<file path="src/mem_region_pkg.sv">
package mem_region_pkg;

  // core load/store port
  localparam int ADDR_W      = 32;
  localparam int CORE_DATA_W = 32;
  localparam int CORE_BE_W   = CORE_DATA_W / 8;

  // bus slave port and RAM word
  localparam int BUS_DATA_W  = 64;
  localparam int BUS_BE_W    = BUS_DATA_W / 8;

  // 32-bit lanes per RAM word
  localparam int LANES       = BUS_DATA_W / CORE_DATA_W;

  // address bits 31 to 20 that select the local RAM
  localparam logic [11:0] LOCAL_PREFIX = 12'h001;

  // one RAM word, seen whole by the bus or as lanes by the core
  // lane 0 is the low half, picked by core address bit 2
  typedef union packed {
    logic [BUS_DATA_W-1:0]                 word;
    logic [LANES-1:0][CORE_DATA_W-1:0]     lane;
  } ram_word_u;

endpackage

</file>
<file path="src/lsu_router.sv">
module lsu_router
  import mem_region_pkg::*;
#(
  parameter int MAX_OUTSTANDING = 4
) (
  input  logic                    clk,
  input  logic                    rst_n,

  // core load/store port
  input  logic                    core_req_i,
  input  logic [ADDR_W-1:0]       core_addr_i,
  input  logic                    core_we_i,
  input  logic [CORE_BE_W-1:0]    core_be_i,
  input  logic [CORE_DATA_W-1:0]  core_wdata_i,
  output logic                    core_gnt_o,
  output logic                    core_rvalid_o,
  output logic [CORE_DATA_W-1:0]  core_rdata_o,

  // external master port
  output logic                    ext_req_o,
  output logic [ADDR_W-1:0]       ext_addr_o,
  output logic                    ext_we_o,
  output logic [CORE_BE_W-1:0]    ext_be_o,
  output logic [CORE_DATA_W-1:0]  ext_wdata_o,
  input  logic                    ext_gnt_i,
  input  logic                    ext_rvalid_i,
  input  logic [CORE_DATA_W-1:0]  ext_rdata_i,

  // local RAM port
  output logic                    loc_req_o,
  output logic [ADDR_W-1:0]       loc_addr_o,
  output logic                    loc_we_o,
  output logic [CORE_BE_W-1:0]    loc_be_o,
  output logic [CORE_DATA_W-1:0]  loc_wdata_o,
  input  logic                    loc_gnt_i,
  input  logic                    loc_rvalid_i,
  input  logic [CORE_DATA_W-1:0]  loc_rdata_i
);

  localparam int CNT_W = $clog2(MAX_OUTSTANDING + 1);

  logic             is_local;
  logic             can_issue;
  logic             accept;
  logic [CNT_W-1:0] cnt_q;
  // target of the responses still pending
  logic             pend_local_q;

  assign is_local = (core_addr_i[ADDR_W-1 -: $bits(LOCAL_PREFIX)] == LOCAL_PREFIX);

  // stay in order: only one target may have responses in flight
  assign can_issue = (cnt_q < CNT_W'(MAX_OUTSTANDING)) &&
                     ((cnt_q == '0) || (pend_local_q == is_local));

  assign loc_req_o = core_req_i &  is_local & can_issue;
  assign ext_req_o = core_req_i & ~is_local & can_issue;

  assign loc_addr_o  = core_addr_i;
  assign loc_we_o    = core_we_i;
  assign loc_be_o    = core_be_i;
  assign loc_wdata_o = core_wdata_i;

  assign ext_addr_o  = core_addr_i;
  assign ext_we_o    = core_we_i;
  assign ext_be_o    = core_be_i;
  assign ext_wdata_o = core_wdata_i;

  assign core_gnt_o = (loc_req_o & loc_gnt_i) | (ext_req_o & ext_gnt_i);
  assign accept     = core_gnt_o;

  // never both at once, only one target is pending
  assign core_rvalid_o = loc_rvalid_i | ext_rvalid_i;
  assign core_rdata_o  = loc_rvalid_i ? loc_rdata_i : ext_rdata_i;

  always_ff @(posedge clk or negedge rst_n) begin
    if (!rst_n) begin
      cnt_q        <= '0;
      pend_local_q <= 1'b0;
    end else begin
      cnt_q <= cnt_q + CNT_W'(accept) - CNT_W'(core_rvalid_o);
      if (accept) begin
        pend_local_q <= is_local;
      end
    end
  end

  a_cnt_max: assert property (
    @(posedge clk) disable iff (!rst_n)
    cnt_q <= CNT_W'(MAX_OUTSTANDING)
  );

  // a response needs a pending request from the same target
  a_loc_resp: assert property (
    @(posedge clk) disable iff (!rst_n)
    loc_rvalid_i |-> (cnt_q != '0) && pend_local_q
  );

  a_ext_resp: assert property (
    @(posedge clk) disable iff (!rst_n)
    ext_rvalid_i |-> (cnt_q != '0) && !pend_local_q
  );

endmodule

</file>
<file path="config.mk">
export PLATFORM = sky130hd
export DESIGN_NAME = lsu_router
export DESIGN_NICKNAME = d
export VERILOG_FILES = /design/src/mem_region_pkg.sv /design/src/lsu_router.sv
export SDC_FILE = /design/constraint.sdc
export NUM_CORES = 1
export LEC_CHECK = 0
export BUFFER_PORTS_ARGS = -buffer_cell sky130_fd_sc_hd__buf_2
export CAP_MARGIN = 20
export CORE_AREA = 3 3 122 124
export CTS_CLUSTER_DIAMETER = 200
export DETAILED_ROUTE_END_ITERATION = 7
export DIE_AREA = 0 0 125 127
export PLACE_DENSITY = 0.52
export SYNTH_ARGS = -nofsm -noshare
export SYNTH_HDL_FRONTEND = slang
export SYNTH_SLANG_ARGS = --single-unit
</file>
<file path="constraint.sdc">
create_clock -name clk -period 5 [get_ports clk]
set_input_delay 0.5 -clock clk [delete_from_list [all_inputs] [get_ports clk]]
set_output_delay 0.5 -clock clk [all_outputs]
set_load 0.005 [all_outputs]
</file>
==> flow_metrics.py <==
metrics = {
    "outcome": {
        "status": "completed",
    },
    "min_path": {
        "hold_path_class": "primary input to async pin",
    },
    "global_route": {
        "grt_pass1_vias": 1200,
        "track_usage": 0.06608,
        "grt_max_degree": 34,
        "grt.overflow.total": 0,
        "grt_antenna_before_repair": 1,
        "grt_pass1_wl_mm": 7.721,
    },
    "routing": {
        "wire_per_inst_um": 15.22,
        "drt_wl_total_mm": 5.906,
        "dr.pass1.iters": 3,
        "ant_nets": 0,
        "drtIter0Drc": 22,
        "drc": 0,
        "post_drt_via_cell_ratio": 3.173,
        "num_vias": 1231,
    },
    "worst_setup_path": {
        "crit_cells": 8,
        "slowest_delay_ns": 0.41,
        "rrSetupSlack_ns": 3.10,
        "timing.rr.end": "cnt_q[1]",
        "endpoint_kind": "flip-flop",
        "reg2reg_depth": 5,
        "cp-start-kind": "primary input",
        "endpoint": "cnt_q[2]",
        "path_buf_inv": 2,
        "worst-endpoint-arrival_ns": 2.39,
        "cp-startpoint": "loc_rvalid_i",
        "crit_slowest_cell": "or2_2",
        "path_cells": "buf_2, or2_2, ha_1, inv_1, ha_1, fa_1, xnor2_1, xnor2_1",
        "crit_type": "primary input to flip-flop",
        "crit_family": "adder cells",
        "crit-reg2reg-launch": "cnt_q[2]",
        "crit_fanout": 33,
        "critPathRequiredTime_ns": 5.10,
    },
    "synthesis": {
        "netlist_area_mm2": 0.001743,
        "yosysMostFrequentCell": "buf_4",
        "ys_top_cells_by_count": "138 x buf_4, 32 x mux2_2, 5 x inv_1, 4 x buf_2, 4 x dfrtp_1",
        "syn_nets": 348,
        "netlist_top_cells_area": "buf_4 59%, mux2_2 21%, dfrtp_1 5.7%, ha_1 1.4%, nor4b_4 1.4%",
        "synth_flop_cell": "dfrtp_1",
        "synth_warnings": 0,
        "syn_area_per_cell_um2": 8.502,
        "synth_cell_types": 21,
        "yosysSeqAreaShare": 0.05743,
        "synth_edf_count": 0,
        "async_flop_share": 1.000,
        "synth_top_area_frac": 0.5944,
        "yosysTopAreaCell": "buf_4",
        "synthCells": 205,
        "synth-seq-cells": 4,
    },
    "cells_and_area": {
        "layout.nets": 353,
        "drive_above_1_share": 0.8798,
        "area_growth_pct": -2.584,
        "diodes": 0,
    },
    "timing": {
        "finalWorstSetupSlack_ns": 2.716,
        "rsz0062_at_grt": "no",
        "finalHoldViolations": 0,
        "drv_slew": 0,
        "clock_skew_ns": 0.0008929,
        "finalSetupTns_ns": 0,
        "period_share": 0.4569,
        "min_period_ns": 2.284,
        "finalSetupViolations": 0,
        "clock.fmax_mhz": 437.8,
        "relSlewSlack": 0.5251,
        "tightest_slew_ns": 0.7123,
    },
    "clock_network": {
        "h-tree-depth": 1,
        "cts_tree": "built",
        "clk_pin_slew_ns": 0.03,
        "cts_max_path_buffers": 2,
        "numCtsBuffers": 3,
        "hold_buffers": 0,
        "clock-sinks": 4,
        "cts-resized-gates": 0,
        "insertion_delay_ns": 0.22,
        "cts_root_buf": "clkbuf_16",
        "post-cts-setup-buffer-count": 0,
    },
    "power_and_ir_drop": {
        "p_leak_nw": 0.8585,
        "power.total_mw": 0.3441,
        "powerDensity_mw_per_mm2": 202.7,
        "peakVddDrop_v": 0.00007994,
    },
    "floorplan": {
        "die_area_mm2": 0.01588,
        "io_pins": 314,
        "placementRows": 43,
        "die_w_um": 125,
        "dieHeight_um": 127,
        "fp.coreArea_mm2": 0.01388,
        "start_util": 0.1256,
    },
    "placement": {
        "place_ws_ns": 2.457,
        "dpl.hpwl_mm": 5.448,
        "globalplace.congestion": 0.7069,
        "port_buffers": 142,
    },
    "run": {
        "drv_cap": 0,
    },
}
==> layout by cell type, fill, tap and decap left out <==
| cell type | synthesis | routed |
|---|---|---|
| buf_2 | 4 | 142 |
| mux2_2 | 32 | 32 |
| inv_1 | 5 | 5 |
| dfrtp_1 | 4 | 4 |
| nor2_1 | 3 | 3 |
| clkbuf_16 | 0 | 3 |
| o21ai_0 | 2 | 2 |
| nand4_1 | 2 | 2 |
| xnor2_1 | 2 | 2 |
| ha_1 | 2 | 2 |
| nor4_4 | 1 | 1 |
| nor4b_4 | 1 | 1 |
| nor4_2 | 1 | 1 |
| nand3_2 | 1 | 1 |
| nor2b_1 | 1 | 1 |
| o31ai_2 | 1 | 1 |
| or2_2 | 1 | 1 |
| and3_1 | 1 | 1 |
| nand3_1 | 1 | 1 |
| o21a_1 | 1 | 1 |
| fa_1 | 1 | 1 |
==> worst min-delay path by stage <==
| stage | slack, ns | start | end |
|---|---|---|---|
| 2_1_floorplan | 0.20 | rst_n | cnt_q[0] |
| 3_3_place_gp | 0.31 | rst_n | pend_local_q |
| 3_5_place_dp | 0.32 | rst_n | pend_local_q |
| 4_1_cts | 0.08 | rst_n | pend_local_q |
| 5_1_grt | 0.09 | rst_n | pend_local_q |
| 6_report | 0.08 | rst_n | pend_local_q |
==> kinds of logic after synthesis <==
logic type / Yosys count / share of synthesized area
buffers and inverters: 147 / 0.6167
muxes: 32 / 0.2068
and+or+nand+nor: 13 / 0.06604
AOI/OAI and AO/OA: 4 / 0.01723
DFF: 4 / 0.05743
adders and majority gates: 3 / 0.02584
xor gates and xnor gates: 2 / 0.01005
==> where the power goes <==
part | switching, mW | total [mW] | leakage [nW] | internal (mW)
clock | 0.0209 | 0.123 | 0.0370 | 0.102
combinational | 0.0725 | 0.165 | 0.773 | 0.0923
sequential | 0.00932 | 0.0563 | 0.0489 | 0.0470
total | 0.103 | 0.344 | 0.858 | 0.241
==> metal layers <==
layer | track usage | share of wire
met1 | 0.07011 | 0.35
met2 | 0.1126 | 0.46
met3 | 0.03888 | 0.17
met4 | 0.01722 | 0.023
met5 | 0 | 0
==> sequential cells by signal, indices dropped and copies added, names as in the netlist <==
register      count
cnt_q             3
pend_local_q      1
==> through the flow <==
| step | area [um^2] | hold slack, ns | util | instances |
|---|---|---|---|---|
| after CTS | 1698 | 0.08320 | 0.1223 | 388 |
| after global placement | 1623 | 0.3126 | 0.1169 | 385 |
| after detailed placement | 1623 | 0.3153 | 0.1169 | 385 |
| after floorplan | 1743 | 0.2044 | - | 205 |
| final | 1698 | 0.07935 | 0.1223 | 388 |
| after global routing | 1698 | 0.08969 | 0.1223 | 388 |
==> area by class of cell <==
class | instances | area [um^2]
Sequential cell | 4 | 100.1
Tap cell | 180 | 225.2
Multi-Input combinational cell | 54 | 568.0
Inverter | 5 | 18.77
Fill cell | 1666 | 12180
Timing Repair Buffer | 142 | 710.7
Clock buffer | 3 | 75.07
Note: power is estimated with default switching activity, not from simulation.
