**config.mk**
```make
export PLATFORM = sky130hd
export DESIGN_NAME = ram_arbiter
export DESIGN_NICKNAME = d
export VERILOG_FILES = /design/src/mem_region_pkg.sv /design/src/ram_arbiter.sv
export SDC_FILE = /design/constraint.sdc
export NUM_CORES = 1
export LEC_CHECK = 0
export ABC_AREA = 0
export BUFFER_PORTS_ARGS = -buffer_cell sky130_fd_sc_hd__buf_4
export CELL_PAD_IN_SITES_DETAIL_PLACEMENT = 1
export CELL_PAD_IN_SITES_GLOBAL_PLACEMENT = 2
export CORE_AREA = 2 2 167 169
export CTS_CLUSTER_SIZE = 30
export DETAILED_ROUTE_END_ITERATION = 6
export DIE_AREA = 0 0 169 171
export PLACE_DENSITY = 0.8
export REMOVE_ABC_BUFFERS = 1
export SETUP_SLACK_MARGIN = 0.05
export SKIP_LAST_GASP = 1
export SLEW_MARGIN = 10
export SYNTH_ARGS = -nofsm -noshare
export SYNTH_HDL_FRONTEND = slang
export SYNTH_SLANG_ARGS = --single-unit
```
**constraint.sdc**
```tcl
create_clock -name clk -period 1 [get_ports clk]
set_input_delay 0.05 -clock clk [delete_from_list [all_inputs] [get_ports clk]]
set_output_delay 0.05 -clock clk [all_outputs]
set_load 0.005 [all_outputs]
```
**src/mem_region_pkg.sv**
```systemverilog
package mem_region_pkg;

  // core load/store port
  localparam int ADDR_W      = 32;
  localparam int CORE_DATA_W = 32;
  localparam int CORE_BE_W   = CORE_DATA_W / 8;

  // bus slave port and RAM word
  localparam int BUS_DATA_W  = 64;
  localparam int BUS_BE_W    = BUS_DATA_W / 8;

  // 32-bit lanes per RAM word
  localparam int LANES       = BUS_DATA_W / CORE_DATA_W;

  // address bits 31 to 20 that select the local RAM
  localparam logic [11:0] LOCAL_PREFIX = 12'h001;

  // one RAM word, seen whole by the bus or as lanes by the core
  // lane 0 is the low half, picked by core address bit 2
  typedef union packed {
    logic [BUS_DATA_W-1:0]                 word;
    logic [LANES-1:0][CORE_DATA_W-1:0]     lane;
  } ram_word_u;

endpackage

```
**src/ram_arbiter.sv**
```systemverilog
module ram_arbiter
  import mem_region_pkg::*;
#(
  parameter int RAM_BYTES = 32768
) (
  input  logic                                   clk,
  input  logic                                   rst_n,

  // bus slave port that always wins
  input  logic                                   bus_req_i,
  input  logic [ADDR_W-1:0]                      bus_addr_i,
  input  logic                                   bus_we_i,
  input  logic [BUS_BE_W-1:0]                    bus_be_i,
  input  logic [BUS_DATA_W-1:0]                  bus_wdata_i,
  output logic                                   bus_rvalid_o,
  output logic [BUS_DATA_W-1:0]                  bus_rdata_o,

  // local core requests from the router
  input  logic                                   loc_req_i,
  input  logic [ADDR_W-1:0]                      loc_addr_i,
  input  logic                                   loc_we_i,
  input  logic [CORE_BE_W-1:0]                   loc_be_i,
  input  logic [CORE_DATA_W-1:0]                 loc_wdata_i,
  output logic                                   loc_gnt_o,
  output logic                                   loc_rvalid_o,
  output logic [CORE_DATA_W-1:0]                 loc_rdata_o,

  // RAM side
  output logic                                   ram_en_o,
  output logic [$clog2(RAM_BYTES/BUS_BE_W)-1:0]  ram_addr_o,
  output logic                                   ram_we_o,
  output logic [BUS_BE_W-1:0]                    ram_be_o,
  output ram_word_u                              ram_wdata_o,
  input  ram_word_u                              ram_rdata_i
);

  localparam int RAM_AW = $clog2(RAM_BYTES / BUS_BE_W);
  // byte offset inside a RAM word
  localparam int OFF    = $clog2(BUS_BE_W);
  localparam int LANE_W = $clog2(LANES);

  logic [LANE_W-1:0] lane_sel;
  logic [LANE_W-1:0] lane_q;
  logic              bus_served_q;
  logic              loc_served_q;

  // lane bits sit just below the word offset
  assign lane_sel = loc_addr_i[OFF-1 -: LANE_W];

  always_comb begin
    ram_wdata_o = '0;
    ram_be_o    = '0;
    loc_gnt_o   = 1'b0;
    if (bus_req_i) begin
      ram_en_o         = 1'b1;
      ram_addr_o       = bus_addr_i[OFF +: RAM_AW];
      ram_we_o         = bus_we_i;
      ram_be_o         = bus_be_i;
      ram_wdata_o.word = bus_wdata_i;
    end else begin
      ram_en_o   = loc_req_i;
      loc_gnt_o  = loc_req_i;
      ram_addr_o = loc_addr_i[OFF +: RAM_AW];
      ram_we_o   = loc_we_i;
      // place core data and enables into the addressed lane
      ram_wdata_o.lane[lane_sel]                  = loc_wdata_i;
      ram_be_o[lane_sel*CORE_BE_W +: CORE_BE_W] = loc_be_i;
    end
  end

  // remember who owns next cycle's read data
  always_ff @(posedge clk or negedge rst_n) begin
    if (!rst_n) begin
      bus_served_q <= 1'b0;
      loc_served_q <= 1'b0;
      lane_q       <= '0;
    end else begin
      bus_served_q <= bus_req_i;
      loc_served_q <= loc_gnt_o;
      if (loc_gnt_o) begin
        lane_q <= lane_sel;
      end
    end
  end

  assign bus_rvalid_o = bus_served_q;
  assign bus_rdata_o  = ram_rdata_i.word;
  assign loc_rvalid_o = loc_served_q;
  assign loc_rdata_o  = ram_rdata_i.lane[lane_q];

  // core is never granted while the bus holds the RAM
  a_no_gnt_on_bus: assert property (
    @(posedge clk) disable iff (!rst_n)
    !(loc_gnt_o && bus_req_i)
  );

endmodule

```
==> qor.yml, run 1 <==
worst_setup_path:
  startpoint_type: "flip-flop"
  crit_chain: "clkbuf_16 > mux2_2 > buf_4"
  crit_type: "reg -> out"
  worstPathRequired_ns: 0.95
  crit_slowest_cell: "dfrtp_2"
  cp.arrival_ns: 1.33
  cp_max_fo: 16
  slowest_delay_ns: 0.42
  end_kind: "output port"
synthesis:
  ys_ff_latch: 3
  synth_area_per_cell_um2: 8.58
  yosysWarnings: 0
  ys_seq_area_share_pct: 4.01
  synthCells: 218
  yosysUniqueCellTypes: 12
  synth_area_um2: 1870
  synth_compound_area_share_pct: 32.9
  synth_mux_area_share_pct: 27.7
  yosys.area_share.adder_pct: 0
  synth_top_family_by_area: "compound AO/OA/AOI/OAI gates"
  synth-simple-area-share_pct: 3.21
  synth_xor_area_share_pct: 0
place:
  dpl.hpwl_mm: 14.4
  gp_congestion: 0.721
  dpl_cell_area_um2: 4790
  port_buffers: 387
  placed_cells: 884
sta:
  rsz0062_at_grt: "yes"
  hold_viol: 0
  setup_viol: 35
  tightest_slew_ns: 0.268
  period_share_pct: 138
  hold_slack_ns: 0.178
  fmax_ghz: 0.725
  finClkSkew_ns: 0
  fin_ws_ns: -0.380
  slew_viol_final: 0
  timing.slew.headroom_pct: 82.1
  fin_crit_ns: 1.38
routing:
  drc: 0
  via_count: 3205
  via_per_inst: 3.55
  postRouteAntennaNets: 0
  first_iter_violations: 68
  dr.pass1.iters: 4
  wl_per_cell_um: 19.2
  routed_wl_mm: 17.3
global_routing:
  grt_overflow: 0
  antenna_found_initial: 2
  grt_pass1_vias: 3293
  grt_usage_pct: 10.6
  grt_max_degree: 34
  grt_pass1_wl_mm: 21.9
power:
  ir_drop_uv: 454
  powerDensity_nw_per_um2: 670
  leakagePower_nw: 2.66
clock_network:
  cts.sinks: 3
  ctsLongestPathBuffers: 2
  cts-root-buf: "clkbuf_16"
  cts_inserted_buffers: 3
  htreeDepth: 1
  cts_tree: "built"
  clk_pin_slew_ns: 0.03
  clk_latency_ns: 0.22
layout:
  multiInputGateArea_um2: 1230
  layout_common_cells: "buf_4 (394), a22o_1 (67), mux2_2 (42)"
  register_area_um2: 76.3
  nets: 799
  finalInstanceArea_um2: 5160
  final_cells: 904
  fillCellCount: 3277
  drive_above_1_share_pct: 84.9
  syn_to_final_growth_pct: 176
  layout_commonest_cell: "buf_4"
floorplan:
  io_pins: 427
  die_x_um: 169
  die_y_um: 171
  placementRows: 61
  core-area_um2: 27300
  die-area_um2: 28900
  start_util_pct: 6.85
flow_run:
  drv_cap: 0
outcome:
  failed_checks: "setup timing"
  status: "finished, violations left"
worst_hold_path:
  min_path_type: "in -> async"
==> power breakdown <==
group	internal, W	leakage [nW]	switching, W
clock	0.000526	0.0382	0.000108
combinational	0.00173	2.58	0.000940
sequential	0.000134	0.0353	0.0000154
total	0.00239	2.65	0.00106
==> worst paths after layout <==
check	from	end	slack [ns]	cells after the start
worst max-delay path	lane_q	loc_rdata_o[9]	-0.38	3
worst min register to register	lane_q	lane_q	0.92	3
min in group clk	bus_req_i	bus_rvalid_o	0.27	3
max in group asynchronous	rst_n	lane_q	0.71	2
worst max register to register	lane_q	lane_q	-0.17	3
worst min-delay path	rst_n	loc_rvalid_o	0.18	2
==> cell type report <==
| class | instances | share of cell area (%) |
|---|---|---|
| timing repair buffer | 419 | 64.7 |
| multi-input combinational | 130 | 23.8 |
| tap | 346 | 8.39 |
| clock buffer | 4 | 1.53 |
| sequential | 3 | 1.48 |
| antenna | 2 | 0.0969 |
==> per-stage QoR <==
| stage | setup TNS (ns) | utilization, % | power [W] | setup slack [ns] |
|---|---|---|---|---|
| 2_1_floorplan | -32.49 | - | 0.000774 | -0.531 |
| 3_3_place_gp | -6.09 | 17.5 | 0.00262 | -0.109 |
| 3_5_place_dp | -7.61 | 17.5 | 0.00265 | -0.141 |
| 4_1_cts | -11.97 | 18.8 | 0.00344 | -0.378 |
| 5_1_grt | -13.70 | 18.9 | 0.00366 | -0.410 |
| 6_report | -11.88 | 18.9 | 0.00346 | -0.380 |
==> cell usage after synthesis, drive strengths merged <==
master	count	area share [%]
nand2	6	1.2
nand2b	2	0.67
buf	80	31
or2	1	0.33
nor2b	2	0.67
mux2	46	28
nor2	1	0.33
o21ai	4	1.1
a22o	68	32
dfrtp	3	4.0
clkbuf	5	1.0
==> kinds of logic (layout without fill, tap and decap cells) <==
| family | Yosys count | after routing |
|---|---|---|
| AOI/OAI and AO/OA | 72 | 72 |
| buffers and inverters | 85 | 423 |
| DFF | 3 | 3 |
| muxes | 46 | 46 |
| other | 0 | 2 |
| and+or+nand+nor | 12 | 12 |
==> state kept, by name, summed over array words and instances (netlist names) <==
register,flops
bus_rvalid_o,1
lane_q,1
loc_rvalid_o,1
==> layer usage <==
metal,vias to the layer above,share of wire [%],track usage [%]
met5,-,0,0
met4,0,1.2,1.34
met3,9,11,3.49
met2,260,50,19.5
met1,1491,38,12.1
li1,1445,-,-
==> critical path, delay by kind of cell (launching register included) <==
family                 cells  cell delay, ns
DFF                        1            0.42
buffers and inverters      2            0.35
muxes                      1            0.34
==> timing repair <==
item                                    4_1_cts  5_1_grt
gates cloned                                  3        1
gates resized for setup                      20       16
buffers inserted                             10        3
hold endpoints to repair                      3        0
pin swaps                                     2        5
hold buffers                                  1        0
endpoints found under the setup margin      112       93
Power figures use the tool's default switching activity.
==> run 2: changes to the inputs <==
Settings changed: PLACE_DENSITY 0.8 to 0.67.
Clock period 1 ns to 1.33 ns, I/O delays scaled along.
==> run 2 against run 1 <==
Effect of this change: critical endpoint is now loc_rdata_o[28]; the run still ends with setup timing left; cell count decreased by 1.9%; highest routed layer unchanged; sequential share of layout area increased by 0.077 points; clock-buffer cell count unchanged.
==> qor.yml, run 2 (same netlist as run 1, synthesis figures left out) <==
outcome:
  status: "finished, violations left"
  failed_checks: "setup timing"
worst_setup_path:
  end_kind: "output port"
  cp_max_fo: 7
  crit_chain: "buf_4 > mux2_2 > buf_4"
  cp.arrival_ns: 1.34
  cpMostUsedCell: "buf_4"
  reg2regPathDepth: 2
  crit_start: "lane_q"
  worstSetupPathDepth: 3
  cp_num_buf_inv: 2
  slowest_delay_ns: 0.43
  startpoint_type: "flip-flop"
  crit_family: "flip-flops"
  crit_type: "reg -> out"
  crit_slowest_cell: "dfrtp_2"
  worstPathRequired_ns: 1.26
  r2r_start: "lane_q"
power:
  cell_internal_pwr_w: 0.00174
  ir_drop_uv: 322
  power_frac_seq_pct: 4.5
  combPwrFrac_pct: 76.4
  p_switching_w: 0.000780
  powerDensity_nw_per_um2: 513
  power_frac_clock_pct: 19.1
  sw_frac_of_total_pct: 31.0
  total_power_w: 0.00252
  leakagePower_nw: 2.52
worst_hold_path:
  worstHoldStart: "bus_req_i"
  min_path_type: "in -> reg"
  min_path_cells: 1
global_routing:
  antenna_found_initial: 3
  grt_pass1_vias: 3266
  grt_max_degree: 43
  grt_pass1_wl_mm: 21.9
  grt_usage_pct: 10.5
  grt_overflow: 0
clock_network:
  clk_latency_ns: 0.22
  clk_pin_slew_ns: 0.03
  htreeDepth: 1
  cts-root-buf: "clkbuf_16"
  ctsLongestPathBuffers: 2
  cts.sinks: 3
  cts_inserted_buffers: 3
  cts_tree: "built"
sta:
  hold_viol: 0
  rsz0062_at_grt: "yes"
  tightest_slew_ns: 0.289
  fin_crit_ns: 1.41
  period_share_pct: 106
  setup_viol: 32
  hold_slack_ns: 0.150
  finClkSkew_ns: 0
  setup_tns_ns: -1.72
  slew_viol_final: 0
  timing.slew.headroom_pct: 80.7
  fmax_ghz: 0.711
  fin_ws_ns: -0.0765
floorplan:
  core-area_um2: 27300
  die-area_um2: 28900
  die_x_um: 169
  start_util_pct: 6.85
  die_y_um: 171
  placementRows: 61
  io_pins: 427
layout:
  fillCellCount: 3300
  syn_to_final_growth_pct: 162
  drive_above_1_share_pct: 84.2
  nets: 782
  final_cells: 887
  layout_commonest_cell: "buf_4"
  final_util_pct: 18.0
  layout_common_cells: "buf_4 (393), a22o_1 (68), mux2_2 (46)"
routing:
  via_per_inst: 3.51
  dr.pass1.iters: 3
  postRouteAntennaNets: 0
  wl_met1_mm: 6.36
  routed_wl_mm: 17.0
  wl_met3_mm: 1.91
  drc: 0
  via_count: 3112
  first_iter_violations: 64
  wl_per_cell_um: 19.2
  top_layer_used: "met4"
  wl_met2_mm: 8.72
place:
  gp_congestion: 0.695
  placed_cells: 877
  dpl.hpwl_mm: 15.5
  port_buffers: 387
flow_run:
  drv_cap: 0
-- run 2: cell count changes in the layout (fill, tap and decap cells not counted), moves of 2 or more --
cell and delta:
buf_8 -5, buf_6 -9, mux2_2 +4, o21ai_1 -2, mux2_4 -4, o21ai_0 +2
-- run 2: what timing repair did --
item,CTS,global route
hold buffers,1,0
buffers inserted,1,1
pin swaps,0,0
cloned,0,1
setup endpoints to repair,31,32
resized for setup,0,3
hold endpoints to repair,3,0
-- run 2: path summary, 6_finish.rpt --
| check | end | slack (ns) |
|---|---|---|
| setup / recovery | loc_rdata_o[28] | -0.08 |
| hold / removal | bus_rvalid_o | 0.15 |
| setup reg to reg | lane_q | 0.31 |
| hold reg to reg | lane_q | 0.81 |
| max in group asynchronous | lane_q | 1.02 |
| min in group asynchronous | lane_q | 0.20 |
-- run 2: power by group through the flow --
| stage | sequential, W | combinational (W) | clock (W) |
|---|---|---|---|
| 2_1_floorplan | 0.000140 | 0.000442 | 0 |
| 3_3_place_gp | 0.000108 | 0.00190 | 0 |
| 3_5_place_dp | 0.000108 | 0.00191 | 0 |
| 4_1_cts | 0.000106 | 0.00192 | 0.000484 |
| 5_1_grt | 0.000114 | 0.00207 | 0.000493 |
| 6_report | 0.000112 | 0.00192 | 0.000481 |
-- run 2: area by class of cell --
class                           count  area, um^2  area share (%)
Antenna cell                        2        5.00           0.102
Clock buffer                        4        78.8            1.61
Multi-Input combinational cell    130        1210            24.6
Sequential cell                     3        76.3            1.56
Tap cell                          346         433            8.82
Timing Repair Buffer              402        3110            63.3
-- run 2: layer usage --
| metal | vias to the layer above | global-route usage [%] |
|---|---|---|
| li1 | 1403 | - |
| met1 | 1465 | 11.8 |
| met2 | 238 | 19.7 |
| met3 | 6 | 3.70 |
| met4 | 0 | 0.780 |
| met5 | - | 0 |
-- run 2: per-stage QoR --
stage,setup slack [ns],cell area (um^2)
2_1_floorplan,-0.234,1270
3_3_place_gp,0.139,4760
3_5_place_dp,0.135,4760
4_1_cts,-0.0797,4860
5_1_grt,-0.114,4900
6_report,-0.0765,4910
-- run 2: worst reg2reg max path, delay by kind of cell, from the launching register on --
kind | cells | cell delay, ns
buffers and inverters | 1 | 0.19
flip-flops | 1 | 0.45
multiplexers | 1 | 0.26
==> run 3: changes to the inputs <==
Settings changed: CAP_MARGIN set to 0.
Clock period 1.33 ns to 1.4 ns, I/O delays scaled along.
==> run 3 against run 2 <==
Effect of this change: the flow now finishes without violations; first-iteration DRC count grew 3.1%; worst hold slack gained 0.0029 ns; clock-buffer cell count is the same; non-clock buffer count shrank 3; sequential cell count is the same; sequential power shrank 11%; via count shrank 1.3%; core utilization shrank 0.22 points; register-to-register slack gained 0.13 ns.
==> qor.yml, run 3 (same netlist as run 1, synthesis figures left out) <==
worst_setup_path:
  r2r-end: "lane_q"
  startpoint_type: "flip-flop"
  crit_chain: "buf_12 > mux2_2 > buf_4"
  r2r_start: "lane_q"
  worstPathRequired_ns: 1.33
  cp_max_fo: 25
  rrSetupSlack_ns: 0.44
  crit_slowest_cell: "dfrtp_1"
  crit_start: "lane_q"
  crit_type: "reg -> out"
  reg2regPathDepth: 2
  slowest_delay_ns: 0.37
  end_kind: "output port"
  cp.arrival_ns: 1.31
place:
  dpl.hpwl_mm: 15.6
  port_buffers: 387
  gp_congestion: 0.689
  dpl_cell_area_um2: 4750
clock_network:
  cts.sinks: 3
  cts-root-buf: "clkbuf_16"
  clk_pin_slew_ns: 0.03
  cts_tree: "built"
  cts_inserted_buffers: 3
  ctsLongestPathBuffers: 2
  clk_latency_ns: 0.22
  htreeDepth: 1
  ctsResizeCount: 0
floorplan:
  core-area_um2: 27300
  placementRows: 61
  io_pins: 427
  die_y_um: 171
  die-area_um2: 28900
  die_x_um: 169
  start_util_pct: 6.85
sta:
  fmax_ghz: 0.723
  timing.slew.headroom_pct: 80.8
  fin_crit_ns: 1.38
  setup_tns_ns: 0
  period_share_pct: 98.8
  hold_slack_ns: 0.153
  hold_viol: 0
  tightest_slew_ns: 0.289
  rsz0062_at_grt: "yes"
  finClkSkew_ns: 0
  slew_viol_final: 0
  setup_viol: 0
routing:
  via_per_inst: 3.47
  postRouteAntennaNets: 0
  drc: 0
  wl_per_cell_um: 19.3
  routed_wl_mm: 17.1
  via_count: 3070
  first_iter_violations: 66
  dr.pass1.iters: 4
global_routing:
  grt_usage_pct: 10.6
  grtUsageMet1_pct: 11.6
  grt_overflow: 0
  grt_pass1_vias: 3258
  grt_max_degree: 41
  antenna_found_initial: 4
  top_usage_layer: "met2"
  grt_pass1_wl_mm: 22.1
  grt_use_met2_pct: 20.1
  use_met3_pct: 4.16
power:
  total_power_w: 0.00234
  leakagePower_nw: 2.49
  powerDensity_nw_per_um2: 483
  ir_drop_uv: 230
worst_hold_path:
  hold_end: "bus_rvalid_o"
  worstHoldStart: "bus_req_i"
  min_path_cells: 1
  min_path_type: "in -> reg"
layout:
  final_util_pct: 17.7
  fillCellCount: 3258
  nets: 779
  layout_common_cells: "buf_4 (394), a22o_1 (68), mux2_2 (46)"
  layout_commonest_cell: "buf_4"
  drive_above_1_share_pct: 84.0
  finalInstanceArea_um2: 4850
  syn_to_final_growth_pct: 159
flow_run:
  drv_cap: 0
outcome:
  status: "finished clean"
-- run 3: cell count changes in the layout (fill, tap and decap cells not counted) --
cell	delta
buf_12	-1
dfrtp_2	-1
buf_6	-2
diode_2	+1
buf_4	+1
dfrtp_1	+1
clkbuf_16	-1
-- run 3: area by class of cell --
cell class | count | area [um^2] | share of cell area (%)
tap | 346 | 433 | 8.93
sequential | 3 | 75.1 | 1.55
clock buffer | 4 | 78.8 | 1.63
antenna | 3 | 7.51 | 0.155
timing repair buffer | 399 | 3050 | 62.9
multi-input combinational | 130 | 1210 | 24.9
-- run 3: worst max-delay path by stage --
stage / end / slack (ns) / depth (start not counted)
detailed placement: ram_addr_o[2] / 0.21 / 4
global route: loc_rdata_o[26] / -0.01 / 3
finish: loc_rdata_o[26] / 0.02 / 3
floorplan: ram_be_o[4] / -0.17 / 2
global placement: ram_addr_o[5] / 0.22 / 4
CTS: loc_rdata_o[23] / 0.01 / 3
-- run 3: per-layer routing --
layer	share of wire [%]	wire length, um
met1	37	6410
met2	51	8680
met3	12	2000
met4	0	0
met5	0.076	13
-- run 3: per-stage QoR --
stage	instances	setup WS [ns]
global route	882	-0.0136
detailed placement	877	0.205
finish	885	0.0173
global placement	877	0.224
CTS	882	0.0141
floorplan	133	-0.171
-- run 3: worst max-delay path: cells and delay by family, from the launching register on --
kind,cells,cell delay [ns]
mux,1,0.37
flops,1,0.37
buf+inv,2,0.33
-- run 3: what timing repair did --
item	in CTS	in global routing
hold buffers	1	0
endpoints found under the setup margin	26	32
endpoints found under the hold margin	3	0
setup buffers	0	0
-- run 3: power by group --
part	leakage [nW]	internal, W	switching, W
clock	0.0382	0.000376	0.0000771
combinational	2.42	0.00114	0.000645
sequential	0.0363	0.0000946	0.00000499
total	2.49	0.00161	0.000727
